--- src/rtl/nocPkg.sv ---
`default_nettype none

package nocPkg;

  // ############################################################
  // Port indices
  localparam int NUM_PORTS = 5;

  localparam int PORT_L = 0;
  localparam int PORT_N = 1;
  localparam int PORT_E = 2;
  localparam int PORT_W = 3;
  localparam int PORT_S = 4;

  // ############################################################
  // Flit format
  localparam int FLIT_ID_W = 3;

  localparam logic [FLIT_ID_W-1:0] FLIT_HEAD = 3'd1;
  localparam logic [FLIT_ID_W-1:0] FLIT_BODY = 3'd2;

  localparam int DEST_W    = 4;
  localparam int LEN_W     = 12;
  localparam int PAYLOAD_W = 16;
  localparam int FLIT_W    = FLIT_ID_W + PAYLOAD_W; // 19 bits

  localparam int FIFO_DEPTH = 8;
  localparam int FIFO_AW    = 3;

  typedef struct packed
  {
    logic [DEST_W-1:0] dest;
    logic [LEN_W-1:0]  len;   // Grant length in cycles
  } flitHead_t;

  // Header or body view of the same payload word, chosen by the id
  typedef union packed
  {
    flitHead_t            head;
    logic [PAYLOAD_W-1:0] data;
  } flitPayload_u;

  typedef struct packed
  {
    logic [FLIT_ID_W-1:0] id;
    flitPayload_u         payload;
  } flit_t;

endpackage

`default_nettype wire

--- src/rtl/flitFifo.sv ---
`timescale 1ns/1ps
`default_nettype none

module flitFifo
(
  input  wire                clk,
  input  wire                rst,
  input  wire nocPkg::flit_t inFlit,
  input  wire                push,
  input  wire                pop,
  output nocPkg::flit_t      headFlit,
  output logic               notEmpty,
  output logic               ready
);

  logic [nocPkg::FLIT_W-1:0]  mem [nocPkg::FIFO_DEPTH];
  logic [nocPkg::FIFO_AW-1:0] wrPtr;
  logic [nocPkg::FIFO_AW-1:0] rdPtr;
  logic [nocPkg::FIFO_AW:0]   count;
  logic                       doPush;
  logic                       doPop;

  assign notEmpty = (count != '0);
  assign ready    = (count != (nocPkg::FIFO_AW + 1)'(nocPkg::FIFO_DEPTH));

  assign doPush = push & ready;    // Dropped when full
  assign doPop  = pop & notEmpty;

  assign headFlit = mem[rdPtr];

  always_ff @(posedge clk)
  begin
    if (doPush)
      mem[wrPtr] <= inFlit;
  end

  // Pointers wrap naturally at the depth
  always_ff @(posedge clk)
  begin
    if (rst)
    begin
      wrPtr <= '0;
      rdPtr <= '0;
      count <= '0;
    end
    else
    begin
      if (doPush)
        wrPtr <= wrPtr + 1'b1;
      if (doPop)
        rdPtr <= rdPtr + 1'b1;
      case ({doPush, doPop})
        2'b10:   count <= count + 1'b1;
        2'b01:   count <= count - 1'b1;
        default: count <= count;   // Both or neither
      endcase
    end
  end

endmodule

`default_nettype wire

--- src/rtl/hopTimer.sv ---
`timescale 1ns/1ps
`default_nettype none

module hopTimer
(
  input  wire                clk,
  input  wire                rst,
  input  wire nocPkg::flit_t headFlit,
  input  wire                run,
  output logic               timesUp
);

  logic [nocPkg::LEN_W-1:0] limit;
  logic [nocPkg::LEN_W-1:0] count;
  logic [nocPkg::LEN_W-1:0] lastCount;

  always_ff @(posedge clk)
  begin
    if (rst)
    begin
      limit <= '0;
      count <= '0;
    end
    else
    begin
      if (headFlit.id == nocPkg::FLIT_HEAD)
        limit <= headFlit.payload.head.len;   // Kept until the next header
      if (run)
        count <= count + 1'b1;
      else
        count <= '0;
    end
  end

  // Zero length counts as one cycle
  assign lastCount = (limit == '0) ? '0 : limit - 1'b1;
  assign timesUp   = (count == lastCount);

endmodule

`default_nettype wire

--- src/rtl/portArbiter.sv ---
`timescale 1ns/1ps
`default_nettype none

module portArbiter
(
  input  wire                          clk,
  input  wire                          rst,
  input  wire [nocPkg::NUM_PORTS-1:0]  req,
  input  wire nocPkg::flit_t           headFlit0,
  input  wire nocPkg::flit_t           headFlit1,
  input  wire nocPkg::flit_t           headFlit2,
  input  wire nocPkg::flit_t           headFlit3,
  input  wire nocPkg::flit_t           headFlit4,
  output logic [nocPkg::NUM_PORTS-1:0] grant
);

  nocPkg::flit_t                heads [nocPkg::NUM_PORTS];
  logic [nocPkg::NUM_PORTS:0]   state;       // Bit 0 idle, bit p+1 port p
  logic [nocPkg::NUM_PORTS:0]   nextState;
  logic [nocPkg::NUM_PORTS-1:0] run;
  logic [nocPkg::NUM_PORTS-1:0] timesUp;
  logic [nocPkg::NUM_PORTS-1:0] pick;

  // First requester found walking span ports from start, wrapping at S
  function automatic logic [nocPkg::NUM_PORTS-1:0] firstReq
  (
    input logic [nocPkg::NUM_PORTS-1:0] r,
    input int                           start,
    input int                           span
  );
    logic [nocPkg::NUM_PORTS-1:0] sel;
    int                           idx;
    sel = '0;
    for (int k = 0; k < span; k++)
    begin
      idx = (start + k) % nocPkg::NUM_PORTS;
      if (r[idx] && (sel == '0))
        sel[idx] = 1'b1;
    end
    return sel;
  endfunction

  assign heads[nocPkg::PORT_L] = headFlit0;
  assign heads[nocPkg::PORT_N] = headFlit1;
  assign heads[nocPkg::PORT_E] = headFlit2;
  assign heads[nocPkg::PORT_W] = headFlit3;
  assign heads[nocPkg::PORT_S] = headFlit4;

  // ############################################################
  // Hop timers, one per input
  for (genvar p = 0; p < nocPkg::NUM_PORTS; p++)
  begin : gTimer
    hopTimer uTimer
    (
      .clk      (clk),
      .rst      (rst),
      .headFlit (heads[p]),
      .run      (run[p]),
      .timesUp  (timesUp[p])
    );
  end

  // ############################################################
  // State machine
  always_ff @(posedge clk)
  begin
    if (rst)
      state <= (nocPkg::NUM_PORTS + 1)'(1);   // Idle
    else
      state <= nextState;
  end

  always_comb
  begin
    pick = '0;
    run  = '0;
    if (state[0])
      pick = firstReq(req, nocPkg::PORT_L, nocPkg::NUM_PORTS);   // Fixed priority
    for (int p = 0; p < nocPkg::NUM_PORTS; p++)
    begin
      if (state[p + 1])
      begin
        if (req[p] && !timesUp[p])
        begin
          run[p]  = 1'b1;
          pick    = '0;
          pick[p] = 1'b1;   // Holder keeps the channel
        end
        else
          // Ring order after the holder, holder excluded
          pick = firstReq(req, p + 1, nocPkg::NUM_PORTS - 1);
      end
    end
    nextState = {pick, (pick == '0)};
  end

  assign grant = state[nocPkg::NUM_PORTS:1];

endmodule

`default_nettype wire

--- src/rtl/linkDriver.sv ---
`timescale 1ns/1ps
`default_nettype none

module linkDriver
(
  input  wire                          clk,
  input  wire                          rst,
  input  wire [nocPkg::NUM_PORTS-1:0]  grant,
  input  wire [nocPkg::NUM_PORTS-1:0]  notEmpty,
  input  wire nocPkg::flit_t           headFlit0,
  input  wire nocPkg::flit_t           headFlit1,
  input  wire nocPkg::flit_t           headFlit2,
  input  wire nocPkg::flit_t           headFlit3,
  input  wire nocPkg::flit_t           headFlit4,
  output logic [nocPkg::NUM_PORTS-1:0] pop,
  output nocPkg::flit_t                outFlit,
  output logic                         outValid
);

  nocPkg::flit_t heads [nocPkg::NUM_PORTS];
  nocPkg::flit_t selFlit;

  assign heads[nocPkg::PORT_L] = headFlit0;
  assign heads[nocPkg::PORT_N] = headFlit1;
  assign heads[nocPkg::PORT_E] = headFlit2;
  assign heads[nocPkg::PORT_W] = headFlit3;
  assign heads[nocPkg::PORT_S] = headFlit4;

  assign pop = grant & notEmpty;   // Empty granted FIFO sends nothing

  // Grant is one-hot
  always_comb
  begin
    selFlit = '0;
    for (int p = 0; p < nocPkg::NUM_PORTS; p++)
    begin
      if (grant[p])
        selFlit = heads[p];
    end
  end

  always_ff @(posedge clk)
  begin
    if (|pop)
      outFlit <= selFlit;
  end

  always_ff @(posedge clk)
  begin
    if (rst)
      outValid <= 1'b0;
    else
      outValid <= |pop;   // One pulse per flit
  end

endmodule

`default_nettype wire

--- src/rtl/outputPort.sv ---
`timescale 1ns/1ps
`default_nettype none

module outputPort
(
  input  wire                clk,
  input  wire                rst,
  input  wire nocPkg::flit_t inFlitL,
  input  wire nocPkg::flit_t inFlitN,
  input  wire nocPkg::flit_t inFlitE,
  input  wire nocPkg::flit_t inFlitW,
  input  wire nocPkg::flit_t inFlitS,
  input  wire                inValidL,
  input  wire                inValidN,
  input  wire                inValidE,
  input  wire                inValidW,
  input  wire                inValidS,
  output logic               inReadyL,
  output logic               inReadyN,
  output logic               inReadyE,
  output logic               inReadyW,
  output logic               inReadyS,
  output nocPkg::flit_t      outFlit,
  output logic               outValid
);

  nocPkg::flit_t                headFlit0;
  nocPkg::flit_t                headFlit1;
  nocPkg::flit_t                headFlit2;
  nocPkg::flit_t                headFlit3;
  nocPkg::flit_t                headFlit4;
  logic [nocPkg::NUM_PORTS-1:0] notEmpty;   // Doubles as the request
  logic [nocPkg::NUM_PORTS-1:0] grant;
  logic [nocPkg::NUM_PORTS-1:0] pop;

  // ############################################################
  // Input FIFOs
  flitFifo uFifoL (.clk(clk), .rst(rst), .inFlit(inFlitL), .push(inValidL),
                   .pop(pop[nocPkg::PORT_L]), .headFlit(headFlit0),
                   .notEmpty(notEmpty[nocPkg::PORT_L]), .ready(inReadyL));

  flitFifo uFifoN (.clk(clk), .rst(rst), .inFlit(inFlitN), .push(inValidN),
                   .pop(pop[nocPkg::PORT_N]), .headFlit(headFlit1),
                   .notEmpty(notEmpty[nocPkg::PORT_N]), .ready(inReadyN));

  flitFifo uFifoE (.clk(clk), .rst(rst), .inFlit(inFlitE), .push(inValidE),
                   .pop(pop[nocPkg::PORT_E]), .headFlit(headFlit2),
                   .notEmpty(notEmpty[nocPkg::PORT_E]), .ready(inReadyE));

  flitFifo uFifoW (.clk(clk), .rst(rst), .inFlit(inFlitW), .push(inValidW),
                   .pop(pop[nocPkg::PORT_W]), .headFlit(headFlit3),
                   .notEmpty(notEmpty[nocPkg::PORT_W]), .ready(inReadyW));

  flitFifo uFifoS (.clk(clk), .rst(rst), .inFlit(inFlitS), .push(inValidS),
                   .pop(pop[nocPkg::PORT_S]), .headFlit(headFlit4),
                   .notEmpty(notEmpty[nocPkg::PORT_S]), .ready(inReadyS));

  // ############################################################
  // Arbitration and output link
  portArbiter uArbiter
  (
    .clk       (clk),
    .rst       (rst),
    .req       (notEmpty),
    .headFlit0 (headFlit0),
    .headFlit1 (headFlit1),
    .headFlit2 (headFlit2),
    .headFlit3 (headFlit3),
    .headFlit4 (headFlit4),
    .grant     (grant)
  );

  linkDriver uLink
  (
    .clk       (clk),
    .rst       (rst),
    .grant     (grant),
    .notEmpty  (notEmpty),
    .headFlit0 (headFlit0),
    .headFlit1 (headFlit1),
    .headFlit2 (headFlit2),
    .headFlit3 (headFlit3),
    .headFlit4 (headFlit4),
    .pop       (pop),
    .outFlit   (outFlit),
    .outValid  (outValid)
  );

endmodule

`default_nettype wire

--- config.mk ---
export PLATFORM = sky130hd
export DESIGN_NAME = outputPort
export DESIGN_NICKNAME = d
export VERILOG_FILES = /design/src/rtl/nocPkg.sv /design/src/rtl/flitFifo.sv /design/src/rtl/hopTimer.sv /design/src/rtl/portArbiter.sv /design/src/rtl/linkDriver.sv /design/src/rtl/outputPort.sv
export SDC_FILE = /design/constraint.sdc
export NUM_CORES = 1
export LEC_CHECK = 0
export BUFFER_PORTS_ARGS = -buffer_cell sky130_fd_sc_hd__clkbuf_2
export CAP_MARGIN = 20
export CORE_MARGIN = 4
export CORE_UTILIZATION = 50
export DETAILED_ROUTE_END_ITERATION = 6
export GPL_TIMING_DRIVEN = 1
export PLACE_DENSITY = 0.69
export SYNTH_ARGS = -nofsm -noshare
export SYNTH_HDL_FRONTEND = slang
export SYNTH_HIERARCHICAL = 1
export SYNTH_SLANG_ARGS = --single-unit
--- constraint.sdc ---
create_clock -name clk -period 3.15 [get_ports clk]
set_input_delay 0.1575 -clock clk [delete_from_list [all_inputs] [get_ports clk]]
set_output_delay 0.1575 -clock clk [all_outputs]
set_load 0.05 [all_outputs]
==> flow_summary.yaml, run 1 <==
power_and_ir_drop:
  vdd_ir_drop_max_mv: 0.634
  total_power_uw: 29500
  cellLeakagePower_uw: 0.0168
  power_density_mw_per_mm2: 595
synth:
  netlist-cell-type-count: 87
  netlist_area_mm2: 0.0424
  yosysWarnings: 6
  synth_edf_count: 779
  synth_seq_cells: 971
  synth.avg_cell_area_um2: 16.0
  synthFlopType: "edfxtp_1"
  ys_seq_area_frac: 0.642
  async_flop_share: 0
  syn-num-nets: 2784
  synthCells: 2647
worst_setup_path:
  crit_end: "uArbiter/state[0]"
  crit_start: "uArbiter/gTimer[0].uTimer/limit[0]"
  reg2reg_depth: 14
  crit_path_start_kind: "register"
  endpoint_kind: "register"
  r2r_slack_ns: -0.06
  cp_max_fo: 10
  rr_startpoint: "uArbiter/gTimer[0].uTimer/limit[0]"
  r2r_end: "uArbiter/state[0]"
  critPathKind: "register to register"
  arrival_ns: 3.74
  crit_required_ns: 3.68
drt:
  wl_um: 96400
  postRouteAntennaNets: 0
  viasPerCell: 5.71
  drc_errors: 0
  detail_route.wl_per_cell_um: 22.7
  drt_iter0_drc: 1969
  drt_first_pass_iters: 5
  vias: 24200
timing:
  tightest_slew_ns: 0.987
  finalClockSkew_ns: 0.0296
  hold_viol_final: 0
  setup_slack_ns: -0.0607
  setup_viol: 2
  fin_crit_sh: 1.02
  rsz0062_at_grt: "true"
  final.setup.tns_ns: -0.0952
  slew_viol_final: 0
  holdWs_ns: 0.0238
  max-slew-margin-rel: 0.340
  period_minus_slack_ns: 3.21
  max_clock_freq_ghz: 0.311
global_routing:
  grt_max_degree: 52
  grt_pass1_vias: 24800
  grt_first_pass_wirelength_um: 148000
  antenna_found_initial: 3
  gr-total-overflow: 0
  grt.total_usage: 0.215
clock_tree:
  cts_tree: "done"
  insertion_delay_ns: 0.66
  cts_buffers: 97
  clockBufferDepth: 3
  clkTransAtPathRegs_ns: 0.07
  root_buffer: "clkbuf_16"
  cts-htree-levels: 3
  cts_sinks: 971
die:
  die_w_um: 299
  die_area_mm2: 0.0895
  ios: 127
  core-area_mm2: 0.0838
  start_util: 0.506
  die_h_um: 299
  rows: 106
run_status:
  violations: "setup timing"
  status: "finished with violations"
layout:
  drive_above_1_share: 0.285
  nets: 3154
  area_delta_synth_final_pct: 16.9
  fillers: 6284
placement:
  io_buffers: 126
  dpl.hpwl_um: 65300
  place_worst_setup_slack_ns: -0.201
  gp_congestion: 0.870
flow_run:
  maxCapViolations: 0
min_path:
  hold_class: "primary input to register"
==> worst min path at each step <==
stage	cells after the start	to	startpoint
floorplan	1	uArbiter/gTimer[0].uTimer/limit[9]	rst
global placement	1	uFifoL/mem[7][11]	inFlitL[11]
detailed placement	1	uFifoE/mem[7][15]	inFlitE[15]
CTS	2	uFifoW/wrPtr[2]	rst
global route	2	uFifoE/count[1]	rst
finish	2	uFifoW/wrPtr[2]	rst
==> synth_stat cells, types with 6 or more instances <==
cell	instances	area, um2
dfxtp_1	192	3840
a41oi_1	11	96.3
a41oi_2	9	146
mux2i_1	45	450
nor3b_1	19	143
nor2_1	253	950
nand2_1	103	387
xor2_1	89	780
edfxtp_1	779	23400
ha_1	35	438
nor4_1	15	93.8
nand3_1	67	335
nor2b_1	11	68.8
o21ai_0	22	110
a31oi_1	11	68.8
a32oi_1	12	105
nand2b_1	40	250
a21oi_1	61	305
or4_4	10	113
buf_12	10	200
buf_4	8	60.1
xnor2_1	55	482
or3_1	11	68.8
o22ai_1	29	181
mux4_2	153	3450
buf_6	26	293
nand3b_1	29	218
a211oi_1	6	45.0
mux4_1	37	972
clkbuf_1	49	184
mux2_2	6	67.6
o2111a_1	11	124
mux2_4	95	1430
o21ai_1	6	30.0
and3_1	10	62.6
buf_2	54	270
nor4_2	10	125
o31ai_1	15	113
inv_1	44	165
nor3_1	57	285
==> state kept, by name, indices dropped and copies added, names as in the netlist, 4 cells and up, named ones only <==
name / cells
uFifoL/count: 4
uArbiter/gTimer.uTimer/limit: 60
uFifoW/mem: 152
uFifoE/count: 4
uFifoN/count: 4
uFifoS/count: 4
uFifoW/count: 4
uFifoN/mem: 152
uLink/outFlit: 19
uFifoL/mem: 152
uArbiter/gTimer.uTimer/count: 60
uArbiter/state: 6
uFifoS/mem: 152
uFifoE/mem: 152
==> where the power goes <==
group	switching, uW	internal (uW)	total [uW]	leakage [uW]
combinational	2140	1630	3760	0.00661
clock	4730	6450	11200	0.00152
sequential	263	14300	14600	0.00864
==> cell type report <==
cell class	count	area, um2	share of cell area
clock inverter	48	444	0.00896
sequential	971	27200	0.550
antenna	3	7.51	0.000151
tap	1134	1420	0.0286
clock buffer	136	2680	0.0540
inverter	46	173	0.00348
multi-input combinational	1478	14400	0.291
timing repair buffer	423	3200	0.0645
==> per-layer routing <==
layer  vias to the layer above  GRT usage  wire (um)
li1                      11100          -          -
met2                       683      0.363      47700
met4                         0     0.0544       1980
met3                       123     0.0288       5650
met1                     12300      0.297      41100
met5                         -          0          0
==> cells in the final DEF (no fill, tap or decap), drive strengths merged, types with 30 or more instances in the layout <==
master / instances
buf: 198
clkinv: 34
dfxtp: 192
xor2: 90
nor3: 57
nand2b: 40
xnor2: 55
mux2: 106
nor4: 30
nor2: 259
clkbuf: 261
mux2i: 45
ha: 35
nand2: 110
dlygate4sd3: 100
mux4: 190
edfxtp: 779
a21oi: 66
nand3: 72
inv: 50
==> through the flow <==
stage / instances / cell area (um2) / util
6_report: 4239 / 49600 / 0.591
5_1_grt: 4238 / 49600 / 0.591
4_1_cts: 4232 / 49300 / 0.589
3_5_place_dp: 3944 / 45100 / 0.538
3_3_place_gp: 3943 / 45100 / 0.538
2_1_floorplan: 2647 / 42400 / -
==> logic make-up (layout without fill, tap and decap cells) <==
group                    Yosys count  in the layout  share of synthesized area
multiplexers                     341            341                      0.151
other                              0              3                          0
AND/OR/NAND/NOR                  707            707                     0.0944
XOR/XNOR                         145            145                     0.0301
flip-flops                       971            971                      0.642
buffers and inverters            198            653                     0.0283
AO/OA/AOI/OAI                    250            250                     0.0433
adder cells (fa/ha/maj)           35             35                     0.0103
==> critical path: stages, from the launching register on <==
cell       delay [ns]
dfxtp_1          0.32
inv_1            0.08
ha_1             0.17
buf_4            0.17
nor4b_4          0.32
nand2_1          0.12
a32oi_1          0.25
a2bb2oi_2        0.16
o2111a_1         0.19
o2111a_2         0.24
nand2b_4         0.13
o211ai_1         0.10
a311o_1          0.39
a21boi_2         0.16
a41o_1           0.26
==> timing repair <==
action,4_1_cts,5_1_grt
endpoints found under the hold margin,775,0
gates resized for setup,13,44
setup endpoints to repair,4,48
hold buffers,100,0
setup buffers,4,4
pin swaps,8,9
Note: power is estimated with default switching activity, not from simulation.
==> run 2, diff against run 1 <==
--- a/config.mk
+++ b/config.mk
@@ -5,6 +5,7 @@
 export SDC_FILE = /design/constraint.sdc
 export NUM_CORES = 1
 export LEC_CHECK = 0
+export ABC_AREA = 0
 export BUFFER_PORTS_ARGS = -buffer_cell sky130_fd_sc_hd__clkbuf_2
 export CAP_MARGIN = 20
 export CORE_MARGIN = 4
@@ -12,6 +13,7 @@
 export DETAILED_ROUTE_END_ITERATION = 6
 export GPL_TIMING_DRIVEN = 1
 export PLACE_DENSITY = 0.69
+export RECOVER_POWER = 100
 export SYNTH_ARGS = -nofsm -noshare
 export SYNTH_HDL_FRONTEND = slang
 export SYNTH_HIERARCHICAL = 1
==> flow_summary.yaml, run 2 (synthesis gave the netlist of run 1 again) <==
run_status:
  status: "finished with violations"
  violations: "setup timing"
die:
  ios: 127
  core-area_mm2: 0.0838
  start_util: 0.506
  die_w_um: 299
  rows: 106
  die_area_mm2: 0.0895
  die_h_um: 299
timing:
  finalClockSkew_ns: 0.0268
  tightest_slew_ns: 0.995
  max_clock_freq_ghz: 0.312
  setup_slack_ns: -0.0508
  hold_viol_final: 0
  period_minus_slack_ns: 3.20
  rsz0062_at_grt: "true"
  setup_viol: 2
  max-slew-margin-rel: 0.334
  fin_crit_sh: 1.02
  slew_viol_final: 0
worst_setup_path:
  endpoint_kind: "register"
  crit_path_start_kind: "register"
  cp_slowest_stage_delay_ns: 0.54
  crit_chain: "inv_1, ha_2, or4b_4, nor3_4, mux2i_1, xnor2_1, nor4_1, o2111a_1, nand2b_4, a32oi_2, buf_4, o32ai_2, a21oi_2, a41o_1"
  cp_max_fo: 4
  arrival_ns: 3.73
  critPathSlowestCell: "or4b_4"
  crit_required_ns: 3.68
  critPathKind: "register to register"
layout:
  regArea_mm2: 0.0272
  nets: 3154
  layout_common_cells: "edfxtp_1, nor2_1, buf_4"
  final_util: 0.588
  instances_no_fill: 4239
  drive_above_1_share: 0.244
  multi_input_comb_area_mm2: 0.0143
  area_delta_synth_final_pct: 16.3
  fin_area_mm2: 0.0493
  layout_commonest_cell: "edfxtp_1"
  fillers: 6352
placement:
  place_area_mm2: 0.0451
  gp_congestion: 0.870
  dpl.hpwl_um: 65300
  dp_cells: 3944
  io_buffers: 126
clock_tree:
  cts_tree: "done"
  root_buffer: "clkbuf_16"
  cts_sinks: 971
  clkTransAtPathRegs_ns: 0.06
  cts-htree-levels: 3
  clockBufferDepth: 3
  cts_buffers: 97
  insertion_delay_ns: 0.66
flow_run:
  maxCapViolations: 0
global_routing:
  grt_first_pass_wirelength_um: 148000
  gr-total-overflow: 0
  antenna_found_initial: 3
  grt.total_usage: 0.215
  grt_max_degree: 52
  grt_pass1_vias: 24800
min_path:
  hold_class: "primary input to register"
drt:
  wl_um: 96700
  vias: 24200
  detail_route.wl_per_cell_um: 22.8
  drt_iter0_drc: 1947
  drt_first_pass_iters: 5
  postRouteAntennaNets: 0
  viasPerCell: 5.70
  drc_errors: 0
power_and_ir_drop:
  cellLeakagePower_uw: 0.0164
  vdd_ir_drop_max_mv: 0.637
  power_density_mw_per_mm2: 598
-- run 2: changes by cell type in the layout (fill, tap and decap cells not counted) --
| cell | before | now |
|---|---|---|
| or4_4 | 10 | 9 |
| nand2_1 | 103 | 108 |
| buf_4 | 190 | 189 |
| nand3_2 | 7 | 3 |
| clkbuf_1 | 30 | 146 |
| nand2_8 | 5 | 0 |
| nand3_1 | 65 | 69 |
| or4_1 | 5 | 6 |
| clkbuf_2 | 125 | 10 |
-- run 2: final cells by class --
| class | count | area share |
|---|---|---|
| inverters | 46 | 0.00350 |
| well taps | 1134 | 0.0288 |
| flip-flops and latches | 971 | 0.552 |
| multi-input cells | 1478 | 0.290 |
| clock inverters | 48 | 0.00901 |
| diodes | 3 | 0.000152 |
| clock buffers | 136 | 0.0542 |
| repair buffers | 423 | 0.0618 |
-- run 2: what timing repair did --
| item | 4_1_cts | 5_1_grt |
|---|---|---|
| setup buffers | 4 | 4 |
| pin swaps | 8 | 9 |
| hold buffers | 100 | 0 |
| endpoints found under the hold margin | 775 | 0 |
| endpoints found under the setup margin | 4 | 48 |
| gates resized for setup | 13 | 44 |
-- run 2: path summary, 6_finish.rpt --
path	startpoint	end	slack, ns	depth (start not counted)
hold / removal	rst	uFifoW/wrPtr[2]	0.02	2
setup / recovery	uArbiter/gTimer[3].uTimer/limit[0]	uArbiter/state[0]	-0.05	14
setup reg to reg	uArbiter/gTimer[3].uTimer/limit[0]	uArbiter/state[0]	-0.05	14
hold reg to reg	uFifoE/rdPtr[1]	register	0.49	2
-- run 2: critical path: cells and delay by family, from the launching register on --
| family | cells | cell delay (ns) |
|---|---|---|
| buffers and inverters | 2 | 0.25 |
| AOI/OAI and AO/OA | 5 | 1.00 |
| DFF | 1 | 0.31 |
| and+or+nand+nor | 4 | 1.02 |
| adders and majority gates | 1 | 0.20 |
| muxes | 1 | 0.23 |
| xor gates and xnor gates | 1 | 0.09 |
-- run 2: power by group --
group	switching, uW	internal [uW]	leakage, uW	total, uW
clock	4730	6450	0.00152	11200
sequential	261	14300	0.00864	14600
combinational	2140	1590	0.00625	3720
-- run 2: metal layers --
layer  vias to the layer above  track usage  part of all wire
li1                      11100            -                 -
met1                     12400        0.297              0.43
met2                       627        0.363              0.49
met3                       117       0.0288             0.056
met4                         0       0.0544             0.020
met5                         -            0                 0
-- run 2: stage by stage --
step | power [uW] | setup TNS, ns | hold WS [ns] | setup WS (ns)
after floorplan | 17000 | 0 | 0.227 | 0.0201
after global placement | 18200 | -0.181 | 0.420 | -0.122
after detailed placement | 18300 | -0.307 | 0.430 | -0.201
after CTS | 29600 | -0.0547 | 0.00851 | -0.0547
after global routing | 30600 | -0.511 | 0.0388 | -0.222
final | 29500 | -0.0968 | 0.0218 | -0.0508
==> run 3, diff against run 2 <==
--- a/config.mk
+++ b/config.mk
@@ -6,7 +6,7 @@
 export NUM_CORES = 1
 export LEC_CHECK = 0
 export ABC_AREA = 0
-export BUFFER_PORTS_ARGS = -buffer_cell sky130_fd_sc_hd__clkbuf_2
+export BUFFER_PORTS_ARGS = -buffer_cell sky130_fd_sc_hd__buf_4
 export CAP_MARGIN = 20
 export CORE_MARGIN = 4
 export CORE_UTILIZATION = 50
==> flow_summary.yaml, run 3 (synthesis gave the netlist of run 1 again) <==
run_status:
  violations: "setup timing"
  status: "finished with violations"
worst_setup_path:
  path_delay_family: "simple AND/OR/NAND/NOR gates"
  crit_buf_inv: 1
  r2r_end: "uArbiter/state[0]"
  rr_startpoint: "uArbiter/gTimer[2].uTimer/limit[1]"
  crit_start: "uArbiter/gTimer[2].uTimer/limit[1]"
  endpoint_kind: "register"
  crit_chain: "inv_2, ha_4, or4b_4, nor3_2, mux2i_1, xnor2_1, nor4_1, o2111a_2, nor2b_4, or3_1, o21ai_1, a32oi_2, a41o_1"
  arrival_ns: 3.72
  crit_required_ns: 3.68
  r2r_slack_ns: -0.03
  crit_path_start_kind: "register"
  cp_slowest_stage_delay_ns: 0.47
  critPathKind: "register to register"
  critPathSlowestCell: "or4b_4"
  cp_max_fo: 3
  reg2reg_depth: 13
layout:
  fin_area_mm2: 0.0491
  layout_commonest_cell: "edfxtp_1"
  nets: 3121
  instances_no_fill: 4204
  layout_common_cells: "edfxtp_1, nor2_1, dfxtp_1"
  drive_above_1_share: 0.231
  fillers: 6365
  area_delta_synth_final_pct: 15.8
die:
  die_h_um: 299
  rows: 106
  ios: 127
  start_util: 0.506
  core-area_mm2: 0.0838
  die_area_mm2: 0.0895
  die_w_um: 299
timing:
  rsz0062_at_grt: "true"
  finalClockSkew_ns: 0.0277
  hold_viol_final: 0
  holdWs_ns: 0.380
  setup_slack_ns: -0.0324
  slew_viol_final: 0
  tightest_slew_ns: 0.799
  max-slew-margin-rel: 0.467
  final.setup.tns_ns: -0.0324
  period_minus_slack_ns: 3.18
  max_clock_freq_ghz: 0.314
  setup_viol: 1
  fin_crit_sh: 1.01
global_routing:
  antenna_found_initial: 1
  grt_max_degree: 57
  gr-total-overflow: 0
  grt_pass1_vias: 24500
  grt_first_pass_wirelength_um: 146000
  grt.total_usage: 0.211
power_and_ir_drop:
  power_density_mw_per_mm2: 604
  cellLeakagePower_uw: 0.0163
  total_power_uw: 29700
  vdd_ir_drop_max_mv: 0.502
drt:
  drt_iter0_drc: 1858
  viasPerCell: 5.75
  postRouteAntennaNets: 0
  drc_errors: 0
  detail_route.wl_per_cell_um: 22.7
  vias: 24200
  wl_um: 95500
  drt_first_pass_iters: 5
clock_tree:
  clkTransAtPathRegs_ns: 0.06
  root_buffer: "clkbuf_16"
  clockBufferDepth: 3
  cts_tree: "done"
  cts-htree-levels: 3
  insertion_delay_ns: 0.66
  cts_sinks: 971
  cts_buffers: 98
placement:
  dpl.hpwl_um: 63700
  dp_cells: 3911
  gp_congestion: 0.891
  place_area_mm2: 0.0452
  io_buffers: 126
min_path:
  whs_endpoint: "uFifoN/wrPtr[1]"
  hp-start: "inValidN"
  min_delay_path_depth: 4
  hold_class: "primary input to register"
flow_run:
  maxCapViolations: 0
## run 3: cell count changes in the layout (fill, tap and decap cells not counted), moves of 3 or more
cell,change
clkinv_1,+4
a2bb2oi_2,-3
a2bb2oi_1,+3
clkbuf_8,+4
clkbuf_1,-8
clkbuf_2,-10
ha_2,-3
buf_4,-26
clkinv_2,-4
ha_1,+3
## run 3: area by class of cell
| cell class | count | area [um2] | area share |
|---|---|---|---|
| Antenna cell | 2 | 5.00 | 0.000102 |
| Clock buffer | 131 | 2700 | 0.0549 |
| Clock inverter | 53 | 553 | 0.0113 |
| Inverter | 46 | 173 | 0.00352 |
| Multi-Input combinational cell | 1478 | 14200 | 0.289 |
| Sequential cell | 971 | 27200 | 0.555 |
| Tap cell | 1134 | 1420 | 0.0289 |
| Timing Repair Buffer | 389 | 2820 | 0.0573 |
## run 3: through the flow
step / utilization / worst slack [ns]
floorplan: - / 0.0201
global placement: 0.539 / -0.0512
detailed placement: 0.539 / -0.142
CTS: 0.591 / -0.0605
global route: 0.586 / -0.161
finish: 0.586 / -0.0324
## run 3: report_power, final
group          switching [uW]  internal [uW]
clock                    4830           6710
sequential                256          14300
combinational            2090           1470
total                    7180          22500
## run 3: metal layers
layer | vias to the layer above | part of all wire | GRT usage
met5 | - | 0 | 0
met4 | 0 | 0.021 | 0.0527
met3 | 139 | 0.059 | 0.0320
met2 | 726 | 0.49 | 0.354
met1 | 12300 | 0.43 | 0.293
li1 | 11000 | - | -
## run 3: how the worst max path moves through the flow
stage / end / slack (ns) / cells past startpoint
after floorplan: uFifoL/mem[0][0] / 0.02 / 4
after global placement: uArbiter/state[0] / -0.05 / 13
after detailed placement: uArbiter/state[0] / -0.14 / 13
after CTS: uArbiter/state[0] / -0.06 / 13
after global routing: uArbiter/state[0] / -0.16 / 14
final: uArbiter/state[0] / -0.03 / 13
## run 3: what timing repair did
item | in CTS | in global routing
hold buffers | 102 | 0
endpoints found under the hold margin | 794 | 0
setup buffers | 4 | 1
pin swaps | 8 | 12
resized for setup | 11 | 29
endpoints found under the setup margin | 1 | 32
## run 3: worst register-to-register path: stages (launching register included)
cell	delay [ns]
dfxtp_2	0.32
inv_2	0.07
ha_4	0.14
or4b_4	0.47
nor3_2	0.20
mux2i_1	0.25
xnor2_1	0.10
nor4_1	0.24
o2111a_2	0.34
nor2b_4	0.05
or3_1	0.36
o21ai_1	0.19
a32oi_2	0.09
a41o_1	0.27
